--- config.mk ---
export PLATFORM = sky130hd
export DESIGN_NAME = xbar_top
export DESIGN_NICKNAME = d
export VERILOG_FILES = /design/src/rtl/xbar_pkg.sv /design/src/rtl/addr_decoder.sv /design/src/rtl/decerr_responder.sv /design/src/rtl/port_demux.sv /design/src/rtl/target_mux.sv /design/src/rtl/xbar_top.sv
export SDC_FILE = /design/constraint.sdc
export NUM_CORES = 1
export LEC_CHECK = 0
export ABC_AREA = 1
export BUFFER_PORTS_ARGS = -buffer_cell sky130_fd_sc_hd__clkbuf_2
export CORE_AREA = 2 2 144 146
export DETAILED_ROUTE_END_ITERATION = 16
export DIE_AREA = 0 0 146 148
export HOLD_SLACK_MARGIN = 0.1
export PLACE_DENSITY_LB_ADDON = 0.25
export SETUP_SLACK_MARGIN = 0.05
export SLEW_MARGIN = 30
export SYNTH_ARGS = -nofsm -noshare
export SYNTH_HDL_FRONTEND = slang
export SYNTH_SLANG_ARGS = --single-unit
--- constraint.sdc ---
create_clock -name clk_i -period 2.6 [get_ports clk_i]
set_input_delay 0.13 -clock clk_i [delete_from_list [all_inputs] [get_ports clk_i]]
set_output_delay 0.13 -clock clk_i [all_outputs]
set_load 0.05 [all_outputs]
--- src/rtl/xbar_pkg.sv ---
// Crossbar package
// Sizes, fixed address map, connectivity matrix, opcode and response
// encodings, and the request and response payload structs
package xbar_pkg;

  // Port counts
  localparam int unsigned NUM_INI   = 2;
  localparam int unsigned NUM_TGT   = 2;

  // Payload widths
  localparam int unsigned ADDR_W    = 16;
  localparam int unsigned DATA_W    = 32;

  // Target side ID carries the source index on top
  localparam int unsigned INI_ID_W  = 2;
  localparam int unsigned TGT_ID_W  = INI_ID_W + 1;
  localparam int unsigned TGT_IDX_W = 1;

  // Outstanding limit per initiator demux
  localparam int unsigned MAX_TRANS = 4;

  // Address map, one rule per target, end is exclusive
  // Anything at 0x8000 and above hits no rule
  localparam logic [NUM_TGT-1:0][ADDR_W-1:0] RULE_START = {
    16'h4000,
    16'h0000
  };
  localparam logic [NUM_TGT-1:0][ADDR_W-1:0] RULE_END = {
    16'h8000,
    16'h4000
  };

  // Row per initiator, bit per target
  // Initiator 1 has no path to target 0
  localparam logic [NUM_INI-1:0][NUM_TGT-1:0] CONNECTIVITY = {
    2'b10,
    2'b11
  };

  typedef enum logic {
    OP_READ  = 1'b0,
    OP_WRITE = 1'b1
  } op_e;

  // Same codes as the AXI RESP field
  typedef enum logic [1:0] {
    RESP_OKAY   = 2'b00,
    RESP_DECERR = 2'b11
  } resp_e;

  // Request as seen at an initiator port
  typedef struct packed {
    op_e                 op;
    logic [INI_ID_W-1:0] id;
    logic [ADDR_W-1:0]   addr;
    logic [DATA_W-1:0]   wdata;
  } ini_req_t;

  // Request at a target port, ID extended by the source index
  typedef struct packed {
    op_e                 op;
    logic [TGT_ID_W-1:0] id;
    logic [ADDR_W-1:0]   addr;
    logic [DATA_W-1:0]   wdata;
  } tgt_req_t;

  typedef struct packed {
    logic [INI_ID_W-1:0] id;
    logic [DATA_W-1:0]   rdata;
    resp_e               resp;
  } ini_rsp_t;

  typedef struct packed {
    logic [TGT_ID_W-1:0] id;
    logic [DATA_W-1:0]   rdata;
    resp_e               resp;
  } tgt_rsp_t;

endpackage

--- src/rtl/addr_decoder.sv ---
// Address decoder
// Looks the request address up in the fixed map, applies the default
// target and flags a decode error for unmapped or blocked routes
`timescale 1ns/10ps

module addr_decoder #(
  parameter int unsigned ini_idx = 0
) (
  input  logic [xbar_pkg::ADDR_W-1:0]    addr_i,
  input  logic                           dflt_en_i,
  input  logic [xbar_pkg::TGT_IDX_W-1:0] dflt_idx_i,
  output logic [xbar_pkg::TGT_IDX_W-1:0] tgt_idx_o,
  output logic                           dec_err_o
);

  typedef logic [xbar_pkg::TGT_IDX_W-1:0] idx_t;

  logic match;
  idx_t match_idx;
  idx_t sel_idx;

  // First rule that contains the address wins
  always_comb begin
    match     = 1'b0;
    match_idx = '0;
    for (int t = 0; t < xbar_pkg::NUM_TGT; t++) begin
      if (!match &&
          (addr_i >= xbar_pkg::RULE_START[t]) &&
          (addr_i <  xbar_pkg::RULE_END[t])) begin
        match     = 1'b1;
        match_idx = idx_t'(t);
      end
    end
  end

  // Fall back to the default target when nothing matched
  assign sel_idx = match ? match_idx : dflt_idx_i;

  always_comb begin
    dec_err_o = 1'b0;
    // Unmapped and no default
    if (!match && !dflt_en_i) begin
      dec_err_o = 1'b1;
    end
    // Route exists but this initiator may not use it
    if (!xbar_pkg::CONNECTIVITY[ini_idx][sel_idx]) begin
      dec_err_o = 1'b1;
    end
  end

  assign tgt_idx_o = sel_idx;

endmodule

--- src/rtl/decerr_responder.sv ---
// Decode error responder
// Accepts one unroutable request at a time and answers it with DECERR,
// zero read data and the request ID
`timescale 1ns/10ps

module decerr_responder (
  input  logic               clk_i,
  input  logic               rst_n_i,
  input  xbar_pkg::ini_req_t req_i,
  input  logic               req_valid_i,
  output logic               req_ready_o,
  output xbar_pkg::ini_rsp_t rsp_o,
  output logic               rsp_valid_o,
  input  logic               rsp_ready_i
);

  logic                            busy_q;
  logic [xbar_pkg::INI_ID_W-1:0]   id_q;

  // Only take a new request when the last answer has left
  assign req_ready_o = !busy_q;

  always_ff @(posedge clk_i or negedge rst_n_i) begin
    if (!rst_n_i) begin
      busy_q <= 1'b0;
    end else if (req_valid_i && req_ready_o) begin
      busy_q <= 1'b1;
    end else if (rsp_valid_o && rsp_ready_i) begin
      busy_q <= 1'b0;
    end
  end

  // Capture the ID on acceptance
  always_ff @(posedge clk_i) begin
    if (req_valid_i && req_ready_o) begin
      id_q <= req_i.id;
    end
  end

  // Answer is up the cycle after acceptance, held until taken
  assign rsp_valid_o = busy_q;

  always_comb begin
    rsp_o       = '0;
    rsp_o.id    = id_q;
    rsp_o.rdata = '0;
    rsp_o.resp  = xbar_pkg::RESP_DECERR;
  end

endmodule

--- src/rtl/port_demux.sv ---
// Initiator port demux
// Routes each request to one target or to the local error responder and
// merges the responses back, keeping one destination in flight at a time
`timescale 1ns/10ps

module port_demux #(
  parameter int unsigned ini_idx = 0
) (
  input  logic                                         clk_i,
  input  logic                                         rst_n_i,
  input  xbar_pkg::ini_req_t                           ini_req_i,
  input  logic                                         ini_req_valid_i,
  output logic                                         ini_req_ready_o,
  output xbar_pkg::ini_rsp_t                           ini_rsp_o,
  output logic                                         ini_rsp_valid_o,
  input  logic                                         ini_rsp_ready_i,
  input  logic                                         dflt_en_i,
  input  logic [xbar_pkg::TGT_IDX_W-1:0]               dflt_idx_i,
  output xbar_pkg::ini_req_t                           tgt_req_o,
  output logic [xbar_pkg::NUM_TGT-1:0]                 tgt_req_valid_o,
  input  logic [xbar_pkg::NUM_TGT-1:0]                 tgt_req_ready_i,
  input  xbar_pkg::ini_rsp_t [xbar_pkg::NUM_TGT-1:0]   tgt_rsp_i,
  input  logic [xbar_pkg::NUM_TGT-1:0]                 tgt_rsp_valid_i,
  output logic [xbar_pkg::NUM_TGT-1:0]                 tgt_rsp_ready_o
);

  // Destinations are the targets plus the error responder on top
  typedef logic [$clog2(xbar_pkg::NUM_TGT+1)-1:0] dest_t;
  typedef logic [$clog2(xbar_pkg::MAX_TRANS+1)-1:0] cnt_t;

  localparam dest_t ERR_DEST = dest_t'(xbar_pkg::NUM_TGT);

  logic [xbar_pkg::TGT_IDX_W-1:0] dec_idx;
  logic [xbar_pkg::TGT_IDX_W-1:0] cur_idx;
  logic                           dec_err;
  dest_t                          sel_dest;
  dest_t                          cur_dest_q;
  cnt_t                           cnt_q;
  logic                           stall;
  logic                           req_hs;
  logic                           rsp_hs;

  logic                           err_req_valid;
  logic                           err_req_ready;
  xbar_pkg::ini_rsp_t             err_rsp;
  logic                           err_rsp_valid;
  logic                           err_rsp_ready;

  addr_decoder #(
    .ini_idx ( ini_idx )
  ) addr_decoder_i (
    .addr_i     ( ini_req_i.addr ),
    .dflt_en_i  ( dflt_en_i      ),
    .dflt_idx_i ( dflt_idx_i     ),
    .tgt_idx_o  ( dec_idx        ),
    .dec_err_o  ( dec_err        )
  );

  decerr_responder decerr_responder_i (
    .clk_i       ( clk_i         ),
    .rst_n_i     ( rst_n_i       ),
    .req_i       ( ini_req_i     ),
    .req_valid_i ( err_req_valid ),
    .req_ready_o ( err_req_ready ),
    .rsp_o       ( err_rsp       ),
    .rsp_valid_o ( err_rsp_valid ),
    .rsp_ready_i ( err_rsp_ready )
  );

  assign sel_dest = dec_err ? ERR_DEST : dest_t'(dec_idx);

  // Hold off a switch of destination while anything is in flight,
  // otherwise responses could overtake each other
  assign stall = ((cnt_q != '0) && (sel_dest != cur_dest_q)) ||
                 (cnt_q == cnt_t'(xbar_pkg::MAX_TRANS));

  // Payload goes to every target, only the valid is steered
  assign tgt_req_o = ini_req_i;

  always_comb begin
    tgt_req_valid_o = '0;
    err_req_valid   = 1'b0;
    ini_req_ready_o = 1'b0;
    if (ini_req_valid_i && !stall) begin
      if (sel_dest == ERR_DEST) begin
        err_req_valid   = 1'b1;
        ini_req_ready_o = err_req_ready;
      end else begin
        tgt_req_valid_o[dec_idx] = 1'b1;
        ini_req_ready_o          = tgt_req_ready_i[dec_idx];
      end
    end
  end

  // Responses can only come from the current destination
  assign cur_idx = cur_dest_q[xbar_pkg::TGT_IDX_W-1:0];

  always_comb begin
    ini_rsp_o       = err_rsp;
    ini_rsp_valid_o = 1'b0;
    tgt_rsp_ready_o = '0;
    err_rsp_ready   = 1'b0;
    if (cur_dest_q == ERR_DEST) begin
      ini_rsp_valid_o = err_rsp_valid;
      err_rsp_ready   = ini_rsp_ready_i;
    end else begin
      ini_rsp_o                = tgt_rsp_i[cur_idx];
      ini_rsp_valid_o          = tgt_rsp_valid_i[cur_idx];
      tgt_rsp_ready_o[cur_idx] = ini_rsp_ready_i;
    end
  end

  assign req_hs = ini_req_valid_i && ini_req_ready_o;
  assign rsp_hs = ini_rsp_valid_o && ini_rsp_ready_i;

  // Outstanding count and destination of the open transactions
  always_ff @(posedge clk_i or negedge rst_n_i) begin
    if (!rst_n_i) begin
      cnt_q      <= '0;
      cur_dest_q <= '0;
    end else begin
      if (req_hs) begin
        cur_dest_q <= sel_dest;
      end
      if (req_hs && !rsp_hs) begin
        cnt_q <= cnt_q + cnt_t'(1);
      end else if (rsp_hs && !req_hs) begin
        cnt_q <= cnt_q - cnt_t'(1);
      end
    end
  end

endmodule

--- src/rtl/target_mux.sv ---
// Target port mux
// Round-robin arbitration between the initiator demuxes with a grant lock,
// ID extension by the source index and response steering by that index
`timescale 1ns/10ps

module target_mux (
  input  logic                                       clk_i,
  input  logic                                       rst_n_i,
  input  xbar_pkg::ini_req_t [xbar_pkg::NUM_INI-1:0] ini_req_i,
  input  logic [xbar_pkg::NUM_INI-1:0]               ini_req_valid_i,
  output logic [xbar_pkg::NUM_INI-1:0]               ini_req_ready_o,
  output xbar_pkg::ini_rsp_t                         ini_rsp_o,
  output logic [xbar_pkg::NUM_INI-1:0]               ini_rsp_valid_o,
  input  logic [xbar_pkg::NUM_INI-1:0]               ini_rsp_ready_i,
  output xbar_pkg::tgt_req_t                         tgt_req_o,
  output logic                                       tgt_req_valid_o,
  input  logic                                       tgt_req_ready_i,
  input  xbar_pkg::tgt_rsp_t                         tgt_rsp_i,
  input  logic                                       tgt_rsp_valid_i,
  output logic                                       tgt_rsp_ready_o
);

  // Source index lives in the ID bits above the initiator ID
  typedef logic [xbar_pkg::TGT_ID_W-xbar_pkg::INI_ID_W-1:0] src_t;

  src_t rr_q;
  src_t gnt_q;
  logic lock_q;
  src_t pick;
  src_t gnt;
  src_t rsp_src;

  // Search from the pointer upward for the first requester
  always_comb begin : arb_comb
    logic found;
    src_t cand;
    found = 1'b0;
    pick  = rr_q;
    for (int k = 0; k < xbar_pkg::NUM_INI; k++) begin
      cand = src_t'((int'(rr_q) + k) % xbar_pkg::NUM_INI);
      if (!found && ini_req_valid_i[cand]) begin
        found = 1'b1;
        pick  = cand;
      end
    end
  end

  // Keep the grant while the target has not taken the request
  assign gnt = lock_q ? gnt_q : pick;

  assign tgt_req_valid_o = ini_req_valid_i[gnt];

  always_comb begin
    tgt_req_o       = '0;
    tgt_req_o.op    = ini_req_i[gnt].op;
    tgt_req_o.id    = {gnt, ini_req_i[gnt].id};
    tgt_req_o.addr  = ini_req_i[gnt].addr;
    tgt_req_o.wdata = ini_req_i[gnt].wdata;
  end

  always_comb begin
    ini_req_ready_o      = '0;
    ini_req_ready_o[gnt] = tgt_req_ready_i;
  end

  always_ff @(posedge clk_i or negedge rst_n_i) begin
    if (!rst_n_i) begin
      rr_q   <= '0;
      gnt_q  <= '0;
      lock_q <= 1'b0;
    end else begin
      lock_q <= tgt_req_valid_o && !tgt_req_ready_i;
      if (tgt_req_valid_o) begin
        gnt_q <= gnt;
      end
      // Winner goes to the back of the queue
      if (tgt_req_valid_o && tgt_req_ready_i) begin
        rr_q <= src_t'((int'(gnt) + 1) % xbar_pkg::NUM_INI);
      end
    end
  end

  // Response goes back by the source bits, which are stripped here
  assign rsp_src = tgt_rsp_i.id[xbar_pkg::TGT_ID_W-1:xbar_pkg::INI_ID_W];

  always_comb begin
    ini_rsp_o       = '0;
    ini_rsp_o.id    = tgt_rsp_i.id[xbar_pkg::INI_ID_W-1:0];
    ini_rsp_o.rdata = tgt_rsp_i.rdata;
    ini_rsp_o.resp  = tgt_rsp_i.resp;
  end

  always_comb begin
    ini_rsp_valid_o          = '0;
    ini_rsp_valid_o[rsp_src] = tgt_rsp_valid_i;
  end

  assign tgt_rsp_ready_o = ini_rsp_ready_i[rsp_src];

endmodule

--- src/rtl/xbar_top.sv ---
// Crossbar top level
// One demux per initiator port and one mux per target port,
// cross-wired so that every demux output reaches every mux
`timescale 1ns/10ps

module xbar_top (
  input  logic                                                  clk_i,
  input  logic                                                  rst_n_i,
  input  xbar_pkg::ini_req_t [xbar_pkg::NUM_INI-1:0]            ini_req_i,
  input  logic [xbar_pkg::NUM_INI-1:0]                          ini_req_valid_i,
  output logic [xbar_pkg::NUM_INI-1:0]                          ini_req_ready_o,
  output xbar_pkg::ini_rsp_t [xbar_pkg::NUM_INI-1:0]            ini_rsp_o,
  output logic [xbar_pkg::NUM_INI-1:0]                          ini_rsp_valid_o,
  input  logic [xbar_pkg::NUM_INI-1:0]                          ini_rsp_ready_i,
  input  logic [xbar_pkg::NUM_INI-1:0]                          dflt_en_i,
  input  logic [xbar_pkg::NUM_INI-1:0][xbar_pkg::TGT_IDX_W-1:0] dflt_idx_i,
  output xbar_pkg::tgt_req_t [xbar_pkg::NUM_TGT-1:0]            tgt_req_o,
  output logic [xbar_pkg::NUM_TGT-1:0]                          tgt_req_valid_o,
  input  logic [xbar_pkg::NUM_TGT-1:0]                          tgt_req_ready_i,
  input  xbar_pkg::tgt_rsp_t [xbar_pkg::NUM_TGT-1:0]            tgt_rsp_i,
  input  logic [xbar_pkg::NUM_TGT-1:0]                          tgt_rsp_valid_i,
  output logic [xbar_pkg::NUM_TGT-1:0]                          tgt_rsp_ready_o
);

  // Demux side, indexed [initiator][target]
  xbar_pkg::ini_req_t [xbar_pkg::NUM_INI-1:0]                        dmx_req;
  logic [xbar_pkg::NUM_INI-1:0][xbar_pkg::NUM_TGT-1:0]               dmx_req_valid;
  logic [xbar_pkg::NUM_INI-1:0][xbar_pkg::NUM_TGT-1:0]               dmx_req_ready;
  xbar_pkg::ini_rsp_t [xbar_pkg::NUM_INI-1:0][xbar_pkg::NUM_TGT-1:0] dmx_rsp;
  logic [xbar_pkg::NUM_INI-1:0][xbar_pkg::NUM_TGT-1:0]               dmx_rsp_valid;
  logic [xbar_pkg::NUM_INI-1:0][xbar_pkg::NUM_TGT-1:0]               dmx_rsp_ready;

  // Mux side, indexed [target][initiator]
  xbar_pkg::ini_req_t [xbar_pkg::NUM_TGT-1:0][xbar_pkg::NUM_INI-1:0] mux_req;
  logic [xbar_pkg::NUM_TGT-1:0][xbar_pkg::NUM_INI-1:0]               mux_req_valid;
  logic [xbar_pkg::NUM_TGT-1:0][xbar_pkg::NUM_INI-1:0]               mux_req_ready;
  xbar_pkg::ini_rsp_t [xbar_pkg::NUM_TGT-1:0]                        mux_rsp;
  logic [xbar_pkg::NUM_TGT-1:0][xbar_pkg::NUM_INI-1:0]               mux_rsp_valid;
  logic [xbar_pkg::NUM_TGT-1:0][xbar_pkg::NUM_INI-1:0]               mux_rsp_ready;

  for (genvar i = 0; i < xbar_pkg::NUM_INI; i++) begin : gen_demux
    port_demux #(
      .ini_idx ( i )
    ) port_demux_i (
      .clk_i           ( clk_i              ),
      .rst_n_i         ( rst_n_i            ),
      .ini_req_i       ( ini_req_i[i]       ),
      .ini_req_valid_i ( ini_req_valid_i[i] ),
      .ini_req_ready_o ( ini_req_ready_o[i] ),
      .ini_rsp_o       ( ini_rsp_o[i]       ),
      .ini_rsp_valid_o ( ini_rsp_valid_o[i] ),
      .ini_rsp_ready_i ( ini_rsp_ready_i[i] ),
      .dflt_en_i       ( dflt_en_i[i]       ),
      .dflt_idx_i      ( dflt_idx_i[i]      ),
      .tgt_req_o       ( dmx_req[i]         ),
      .tgt_req_valid_o ( dmx_req_valid[i]   ),
      .tgt_req_ready_i ( dmx_req_ready[i]   ),
      .tgt_rsp_i       ( dmx_rsp[i]         ),
      .tgt_rsp_valid_i ( dmx_rsp_valid[i]   ),
      .tgt_rsp_ready_o ( dmx_rsp_ready[i]   )
    );
  end

  // Transpose between demux and mux indexing
  for (genvar i = 0; i < xbar_pkg::NUM_INI; i++) begin : gen_cross_ini
    for (genvar j = 0; j < xbar_pkg::NUM_TGT; j++) begin : gen_cross_tgt
      assign mux_req[j][i]       = dmx_req[i];
      assign mux_req_valid[j][i] = dmx_req_valid[i][j];
      assign dmx_req_ready[i][j] = mux_req_ready[j][i];
      assign dmx_rsp[i][j]       = mux_rsp[j];
      assign dmx_rsp_valid[i][j] = mux_rsp_valid[j][i];
      assign mux_rsp_ready[j][i] = dmx_rsp_ready[i][j];
    end
  end

  for (genvar j = 0; j < xbar_pkg::NUM_TGT; j++) begin : gen_mux
    target_mux target_mux_i (
      .clk_i           ( clk_i              ),
      .rst_n_i         ( rst_n_i            ),
      .ini_req_i       ( mux_req[j]         ),
      .ini_req_valid_i ( mux_req_valid[j]   ),
      .ini_req_ready_o ( mux_req_ready[j]   ),
      .ini_rsp_o       ( mux_rsp[j]         ),
      .ini_rsp_valid_o ( mux_rsp_valid[j]   ),
      .ini_rsp_ready_i ( mux_rsp_ready[j]   ),
      .tgt_req_o       ( tgt_req_o[j]       ),
      .tgt_req_valid_o ( tgt_req_valid_o[j] ),
      .tgt_req_ready_i ( tgt_req_ready_i[j] ),
      .tgt_rsp_i       ( tgt_rsp_i[j]       ),
      .tgt_rsp_valid_i ( tgt_rsp_valid_i[j] ),
      .tgt_rsp_ready_o ( tgt_rsp_ready_o[j] )
    );
  end

endmodule

After elaboration in Yosys (flattened, before gate mapping)
Cells that the tools add are included.
{"block": "op_classes", "addsub": 8, "n_lt_le_gt_ge": 28, "eq_ne": 8, "mux": 99, "bitwise": 6, "n_reduce_logical": 64}
{"operator": "two-way mux 36 bit", "count": 6}
{"operator": "two-way mux 51 bit", "count": 4}
{"operator": "two-way mux 1 bit", "count": 69}
{"operator": "logical AND 1 bit", "count": 38}
{"operator": "greater-or-equal comparator 16 x 1 -> 1 bit (second input constant)", "count": 2}
{"operator": "greater-or-equal comparator 16 x 15 -> 1 bit (second input constant)", "count": 2}
{"operator": "< comparator 16 x 15 -> 1 bit (second input constant)", "count": 2}
{"operator": "< comparator 16 bit (second input constant)", "count": 2}
{"operator": "< comparator 1 x 2 -> 1 bit (second input constant)", "count": 12}
{"operator": "zero test 1 bit", "count": 18}
{"operator": "two-way mux 2 bit", "count": 8}
{"operator": "bitwise AND 2 bit", "count": 6}
{"operator": "two-way mux 3 bit", "count": 4}
{"operator": "demux 1 bit (select 1 bit)", "count": 8}
{"operator": "equality test 2 bit (second input constant)", "count": 4}
{"operator": "greater-or-equal comparator 1 bit (second input constant)", "count": 8}
{"operator": "nonzero test 2 bit", "count": 4}
{"operator": "adder 3 x 1 -> 3 bit (second input constant)", "count": 2}
{"operator": "equality test 3 bit (second input constant)", "count": 2}
{"operator": "nonzero test 3 bit", "count": 2}
{"operator": "subtractor 3 x 1 -> 3 bit (second input constant)", "count": 2}
{"operator": "adder 1 bit (second input constant)", "count": 4}
{"operator": "!= test 2 bit", "count": 2}
{"operator": "logical OR 1 bit", "count": 2}
{"block": "totals", "register_bits": 22, "inputBits": 190, "output_inout_bits": 184}

Logic depth before layout (Yosys ltp)
{"block": "depth", "ltp_word": 39, "depth_mapped": 21}

Cells and area by module
A second synthesis with hierarchy kept.
{"block": "unflattened", "hier_cells": 1124, "hier_area_um2": 6408.6}
{"module": "target_mux", "n_inst": 2, "cells_per_inst": 231, "area_each_um2": 1188.6}
{"module": "port_demux (gen_demux[1].port_demux_i)", "n_inst": 1, "cells_per_inst": 278, "area_each_um2": 1612.8}
{"module": "port_demux (gen_demux[0].port_demux_i)", "n_inst": 1, "cells_per_inst": 280, "area_each_um2": 1611.5}
{"module": "decerr_responder", "n_inst": 2, "cells_per_inst": 45, "area_each_um2": 375.4}
{"module": "addr_decoder (gen_demux[1].port_demux_i.addr_decoder_i)", "n_inst": 1, "cells_per_inst": 9, "area_each_um2": 37.5}
{"module": "addr_decoder (gen_demux[0].port_demux_i.addr_decoder_i)", "n_inst": 1, "cells_per_inst": 5, "area_each_um2": 18.8}

Least setup slack after synthesis
OpenSTA, ideal clock, no wires.
{"block": "synth_timing", "kind": "reg2out", "from": "register gen_demux[0].port_demux_i.cnt_q[0]", "to": "output tgt_req_o[18] (netlist name)", "arrival_ns": 2.532, "slack_ns": -0.062, "path_stages_with_launch": 8, "path_cell_list": "dfrtp_1 -> or2_2 -> o21a_1 -> nand3_1 -> nand2_2 -> buf_4 -> buf_4 -> o21ai_0"}
{"element": "from (decl)", "line": "port_demux.sv:38", "text": "cnt_t cnt_q;"}
{"element": "from (signal assigned)", "line": "port_demux.sv:126", "text": "cnt_q <= cnt_q + cnt_t'(1);"}
{"element": "from (signal assigned)", "line": "port_demux.sv:128", "text": "cnt_q <= cnt_q - cnt_t'(1);"}
{"element": "to (decl)", "line": "xbar_top.sv:17", "text": "output xbar_pkg::tgt_req_t [xbar_pkg::NUM_TGT-1:0] tgt_req_o,"}

Worst setup path in the final report
{"block": "layout_timing", "from": "register gen_demux[1].port_demux_i.cnt_q[1]", "to": "register gen_demux[1].port_demux_i.cnt_q[1]"}
{"block": "layout_via", "elab_chain_len": 26, "elab_cells_between_ends": 50}
{"element": "from (decl)", "line": "port_demux.sv:38"}
{"element": "from (signal assigned)", "line": "port_demux.sv:126"}
{"element": "from (signal assigned)", "line": "port_demux.sv:128"}
{"element": "nonzero test 3 bit", "line": "port_demux.sv:74", "text": "assign stall = ((cnt_q != '0) && (sel_dest != cur_dest_q)) ||"}
{"element": "logical AND 1 bit", "line": "port_demux.sv:74"}
{"element": "logical OR 1 bit (*)", "line": "port_demux.sv:74"}
{"element": "zero test 1 bit (*)", "line": "port_demux.sv:84", "text": "if (ini_req_valid_i && !stall) begin"}
{"element": "logical AND 1 bit (*)", "line": "port_demux.sv:84"}
{"element": "two-way mux 2 bit", "line": "port_demux.sv:84"}
{"element": "two-way mux 1 bit (implied by the code) (2 in series)", "line": "target_mux.sv:41", "text": "if (!found && ini_req_valid_i[cand]) begin"}
{"element": "two-way mux 1 bit", "line": "target_mux.sv:41"}
{"element": "[9 not listed]"}
{"element": "two-way mux 1 bit (implied by the code) (2 in series)", "line": "port_demux.sv:90", "text": "ini_req_ready_o = tgt_req_ready_i[dec_idx];"}
{"element": "two-way mux 1 bit", "line": "port_demux.sv:85", "text": "if (sel_dest == ERR_DEST) begin"}
{"element": "two-way mux 1 bit (*)", "line": "port_demux.sv:84"}
{"element": "logical AND 1 bit (*)", "line": "port_demux.sv:113", "text": "assign req_hs = ini_req_valid_i && ini_req_ready_o;"}
{"element": "via gen_demux[1].port_demux_i.req_hs", "line": "port_demux.sv:40", "text": "logic req_hs;"}
{"element": "zero test 1 bit", "line": "port_demux.sv:127", "text": "end else if (rsp_hs && !req_hs) begin"}
{"element": "logical AND 1 bit", "line": "port_demux.sv:127"}
{"element": "nonzero test 2 bit (no source line)"}
The timed path passes the listed nets; every way through them passes the cells marked *. The select of a mux whose other input is x is not followed.
A chain may end at the register's enable or synchronous reset.

==> impl_metrics.prom <==
# TYPE chip_impl_metric gauge
chip_impl_metric{name="report.final.hold_viol_count",unit=""} 0
chip_impl_metric{name="die_w",unit="um"} 146
chip_impl_metric{name="power_report.internal_total",unit="mW"} 3.77
chip_impl_info{name="cpMaxStageDelayCell",value="sky130_fd_sc_hd__fa_2"} 1
chip_impl_info{name="netlist_top_cells_area",value="sky130_fd_sc_hd__nand2_1, sky130_fd_sc_hd__dfrtp_1, sky130_fd_sc_hd__a21oi_1"} 1
chip_impl_metric{name="critical_path_buf_inv_count",unit=""} 3
chip_impl_metric{name="p_switching",unit="mW"} 7.34
chip_impl_info{name="hold_start",value="ini_req_i[99]"} 1
chip_impl_metric{name="routedWlPerCell",unit="um"} 16.0
chip_impl_info{name="crit_path_start_kind",value="register"} 1
chip_impl_metric{name="dpl.hpwl",unit="um"} 17900
chip_impl_info{name="critical_path.top_delay_family",value="simple AND/OR/NAND/NOR gates"} 1
chip_impl_metric{name="power.density",unit="mW/mm^2"} 1630
chip_impl_metric{name="cts_buffer_depth",unit=""} 2
chip_impl_metric{name="crit_fanout",unit=""} 3
chip_impl_metric{name="syn_nets",unit=""} 887
chip_impl_metric{name="synthesis.area_per_instance",unit="sq um"} 5.19
chip_impl_metric{name="postSynthRegisterBits",unit=""} 22
chip_impl_metric{name="tns",unit="ps"} 0
chip_impl_metric{name="clkLatencyLatePin",unit="ps"} 250
chip_impl_metric{name="proportion_of_power_drawn_by_flip_flops_and_latches",unit="%"} 5.0
chip_impl_info{name="post-synth-top-area-cell",value="sky130_fd_sc_hd__nand2_1"} 1
chip_impl_metric{name="totalWireLength",unit="um"} 21000
chip_impl_metric{name="coreArea",unit="sq mm"} 0.0200
chip_impl_metric{name="synthDominantCellAreaShare",unit="%"} 30.1
chip_impl_info{name="critical_path.endpoint_type",value="register"} 1
chip_impl_metric{name="min_delay_path_depth",unit=""} 1
chip_impl_metric{name="leakage_power_figure",unit="nW"} 3.80
chip_impl_metric{name="finClkSkew",unit="ps"} 2.48
chip_impl_metric{name="worst-slew-pin-transition",unit="ps"} 503
chip_impl_info{name="rsz0062_at_grt",value="yes"} 1
chip_impl_info{name="cts_tree",value="built"} 1
chip_impl_metric{name="yosys-mux-area-fraction",unit="%"} 0.626
chip_impl_info{name="synth_top_family_by_area",value="simple AND/OR/NAND/NOR gates"} 1
chip_impl_metric{name="gp_congestion",unit=""} 0.818
chip_impl_metric{name="maximum_achievable_frequency",unit="MHz"} 405
chip_impl_metric{name="maxSlewViolCount",unit=""} 0
chip_impl_metric{name="synthToLayoutAreaGrowth",unit="%"} 89.4
chip_impl_metric{name="final_core_util",unit="%"} 34.0
chip_impl_metric{name="timing.critical_path.required",unit="ps"} 2740
chip_impl_metric{name="number_of_clock_buffers_inserted_by_tritoncts",unit=""} 3
chip_impl_info{name="crit_chain",value="or2_4 -> nor2_4 -> nor2_2 -> nand4_1 -> nand2_1 -> inv_2 -> nand2_2 -> nand2_4 -> inv_1 -> nand3b_1 -> nand2_1 -> ha_1 -> inv_2 -> fa_2 -> mux2_2"} 1
chip_impl_metric{name="hold_ws",unit="ps"} 121
chip_impl_metric{name="die_ht",unit="um"} 148
chip_impl_metric{name="adder_cell_fraction_of_synth_area",unit="%"} 1.81
chip_impl_metric{name="count_of_input_and_output_buffers",unit=""} 373
chip_impl_metric{name="r2r_cells",unit=""} 15
chip_impl_metric{name="drtAntennaViolNets",unit=""} 0
chip_impl_info{name="worst_hold_path_type",value="input pin to register"} 1
chip_impl_info{name="status",value="complete, no violations"} 1
chip_impl_metric{name="detail_route.drc_violations",unit=""} 0
chip_impl_metric{name="cap_viol_max_count",unit=""} 0
chip_impl_metric{name="largest_net_degree_at_the_start_of_global_routing",unit=""} 106
chip_impl_metric{name="finalInstanceArea",unit="sq mm"} 0.00681
chip_impl_metric{name="swShare",unit="%"} 66.0
chip_impl_metric{name="netlist_area",unit="sq mm"} 0.00360
chip_impl_metric{name="power.ir.vdd_worst",unit="mV"} 0.789
chip_impl_metric{name="grt_usage",unit="%"} 18.2
chip_impl_metric{name="grt_overflow",unit=""} 0
chip_impl_metric{name="share_of_synthesized_cell_area_in_and_or_nand_and_nor_gates",unit="%"} 36.1
chip_impl_metric{name="min_cycle_time_layout",unit="ps"} 2470
chip_impl_metric{name="clk_pin_slew_worst_paths",unit="ps"} 60
chip_impl_info{name="r2r-start",value="gen_demux[1].port_demux_i.cnt_q[1]$_DFFE_PN0P_"} 1
chip_impl_metric{name="ys_warn_count",unit=""} 0
chip_impl_metric{name="boundaryPins",unit=""} 374
chip_impl_metric{name="post_route_fraction_of_the_period_consumed_by_the_critical_path",unit="%"} 95.0
chip_impl_metric{name="first_global_vias",unit=""} 5372
chip_impl_metric{name="antennaDiodeCount",unit=""} 0
chip_impl_metric{name="critPathMaxStageDelay",unit="ps"} 420
chip_impl_metric{name="initial_utilization",unit="%"} 17.9
chip_impl_metric{name="drtPass1Iterations",unit=""} 4
chip_impl_metric{name="drt-initial-drc-count",unit=""} 206
chip_impl_metric{name="dr_total_vias",unit=""} 5778
chip_impl_metric{name="timing.slew.headroom",unit="%"} 66.4
chip_impl_metric{name="htreeDepth",unit=""} 1
chip_impl_metric{name="design.final.nets",unit=""} 1242
chip_impl_metric{name="floorplan.die_area",unit="sq mm"} 0.0216
chip_impl_metric{name="post_synth_xor_area_fraction",unit="%"} 0.974
chip_impl_metric{name="num_rows",unit=""} 52
chip_impl_metric{name="grt_pass1_wl",unit="um"} 30600
chip_impl_metric{name="synth_compound_area_share",unit="%"} 27.2
chip_impl_metric{name="clkPwrFrac",unit="%"} 3.0
chip_impl_info{name="r2r-end",value="gen_demux[1].port_demux_i.cnt_q[1]$_DFFE_PN0P_"} 1
chip_impl_metric{name="viasPerCell",unit=""} 4.39
chip_impl_metric{name="synthesis.instances",unit=""} 693
chip_impl_info{name="critPathKind",value="register to register"} 1
chip_impl_metric{name="yosysSeqAreaShare",unit="%"} 15.9
chip_impl_info{name="clk_root_buffer_cell",value="sky130_fd_sc_hd__clkbuf_16"} 1
chip_impl_metric{name="post_dp_cell_area",unit="sq mm"} 0.00656
chip_impl_metric{name="finalSetupViolations",unit=""} 0
chip_impl_metric{name="worst-r2r-setup-slack",unit="ps"} 130
chip_impl_metric{name="comb_power_share",unit="%"} 92.1
chip_impl_metric{name="cp.arrival",unit="ps"} 2610
chip_impl_metric{name="fraction_of_final_layout_cells_with_drive_strength_greater_than_1",unit="%"} 42.5
chip_impl_metric{name="synth.distinct_cells",unit=""} 35
chip_impl_metric{name="antenna_found_initial",unit=""} 0
chip_impl_metric{name="numClockSinks",unit=""} 22
==> state kept, by name (all words and copies together), names as in the netlist <==
register / flops
gen_demux.port_demux_i.decerr_responder_i.id_q: 4
gen_demux.port_demux_i.cur_dest_q: 4
gen_mux.target_mux_i.gnt_q: 2
gen_mux.target_mux_i.rr_q: 2
gen_demux.port_demux_i.decerr_responder_i.rsp_valid_o: 2
gen_mux.target_mux_i.lock_q: 2
gen_demux.port_demux_i.cnt_q: 6
==> synthesized netlist by cell type <==
cell type / number
sky130_fd_sc_hd__nand2_1: 288
sky130_fd_sc_hd__inv_1: 85
sky130_fd_sc_hd__a21oi_1: 69
sky130_fd_sc_hd__o21ai_0: 65
sky130_fd_sc_hd__o21ai_1: 46
sky130_fd_sc_hd__clkbuf_1: 24
sky130_fd_sc_hd__buf_4: 19
sky130_fd_sc_hd__dfrtp_1: 18
sky130_fd_sc_hd__nand3_1: 12
sky130_fd_sc_hd__nor2_1: 12
sky130_fd_sc_hd__buf_1: 5
sky130_fd_sc_hd__a31oi_1: 4
sky130_fd_sc_hd__buf_2: 4
sky130_fd_sc_hd__edfxtp_1: 4
sky130_fd_sc_hd__o22ai_1: 4
sky130_fd_sc_hd__inv_2: 3
sky130_fd_sc_hd__nand2_2: 3
sky130_fd_sc_hd__or2_2: 3
sky130_fd_sc_hd__buf_6: 2
sky130_fd_sc_hd__fa_1: 2
sky130_fd_sc_hd__ha_1: 2
sky130_fd_sc_hd__mux2_2: 2
sky130_fd_sc_hd__nand3_2: 2
sky130_fd_sc_hd__nand4_1: 2
sky130_fd_sc_hd__xnor2_1: 2
sky130_fd_sc_hd__xor2_1: 2
sky130_fd_sc_hd__a32o_1: 1
sky130_fd_sc_hd__and3_1: 1
sky130_fd_sc_hd__clkinv_1: 1
sky130_fd_sc_hd__nand2_4: 1
sky130_fd_sc_hd__nand3b_1: 1
sky130_fd_sc_hd__nor2_4: 1
sky130_fd_sc_hd__nor3_1: 1
sky130_fd_sc_hd__o21a_1: 1
sky130_fd_sc_hd__o41ai_1: 1
==> placed cells by master (no fill, tap or decap), types with 6 or more instances in the layout <==
cell	count
sky130_fd_sc_hd__a21oi_1	68
sky130_fd_sc_hd__buf_12	58
sky130_fd_sc_hd__buf_4	26
sky130_fd_sc_hd__clkbuf_2	311
sky130_fd_sc_hd__dfrtp_1	17
sky130_fd_sc_hd__inv_1	81
sky130_fd_sc_hd__inv_2	7
sky130_fd_sc_hd__nand2_1	281
sky130_fd_sc_hd__nand2_2	8
sky130_fd_sc_hd__nand3_1	8
sky130_fd_sc_hd__nand3_2	6
sky130_fd_sc_hd__nor2_1	7
sky130_fd_sc_hd__o21ai_0	55
sky130_fd_sc_hd__o21ai_1	55
==> how the worst max path moves through the flow <==
stage | start | endpoint | slack (ps) | depth (start not counted)
after floorplan | gen_demux[0].port_demux_i.cnt_q[0]$_DFFE_PN0P_ | tgt_req_o[18] | -60 | 7
after global placement | gen_demux[0].port_demux_i.cnt_q[1]$_DFFE_PN0P_ | gen_demux[0].port_demux_i.cnt_q[1]$_DFFE_PN0P_ | 90 | 14
after detailed placement | gen_demux[1].port_demux_i.cnt_q[0]$_DFFE_PN0P_ | gen_demux[0].port_demux_i.cnt_q[2]$_DFFE_PN0P_ | 70 | 18
after CTS | gen_demux[1].port_demux_i.cnt_q[0]$_DFFE_PN0P_ | tgt_req_o[98] | 10 | 12
after global routing | gen_demux[0].port_demux_i.cur_dest_q[1]$_DFFE_PN0P_ | gen_demux[1].port_demux_i.cnt_q[1]$_DFFE_PN0P_ | -50 | 16
final | gen_demux[1].port_demux_i.cnt_q[1]$_DFFE_PN0P_ | gen_demux[1].port_demux_i.cnt_q[1]$_DFFE_PN0P_ | 130 | 15
==> logic make-up after synthesis <==
kind of cell / Yosys count
mux: 2
fa+ha+maj: 4
buf+inv: 143
flops: 22
simple gates: 327
xor+xnor: 4
compound gates: 191
==> metrics by stage <==
step	power, mW	cells	worst slack [ps]
finish	11.1	1317	130
floorplan	7.12	693	-62.2
global route	11.7	1317	-51.5
detailed placement	10.7	1304	67.4
CTS	11.1	1311	14.0
global placement	10.7	1304	92.6
==> repair_timing <==
action | CTS | global route
pin swaps | 0 | 9
buffers inserted | 0 | 6
endpoints found under the setup margin | 2 | 57
hold buffers | 3 | 0
endpoints found under the hold margin | 20 | 0
cloned | 0 | 0
gates resized for setup | 2 | 37
==> final cells by class <==
| class | instances | area, sq um |
|---|---|---|
| clock buffers | 3 | 75.1 |
| clock inverters | 1 | 3.75 |
| fillers | 2258 | 13200 |
| inverters | 89 | 334 |
| multi-input cells | 528 | 2490 |
| flip-flops and latches | 22 | 572 |
| well taps | 270 | 338 |
| repair buffers | 404 | 3000 |
==> per-layer routing <==
layer  part of all wire, %  routed length [um]  track usage [%]
met1                    34                7050             17.7
met2                    54               11400             36.5
met3                   9.8                2060             5.77
met4                   2.7                 573             5.05
met5                     0                   0                0
==> power by group through the flow <==
stage	Sequential (mW)	Clock, mW	Combinational, mW
finish	0.551	0.332	10.2
global route	0.567	0.355	10.8
CTS	0.547	0.341	10.2
detailed placement	0.553	0	10.1
global placement	0.548	0	10.1
floorplan	0.544	0	6.58
No activity file was read; power rests on OpenSTA's default activity.
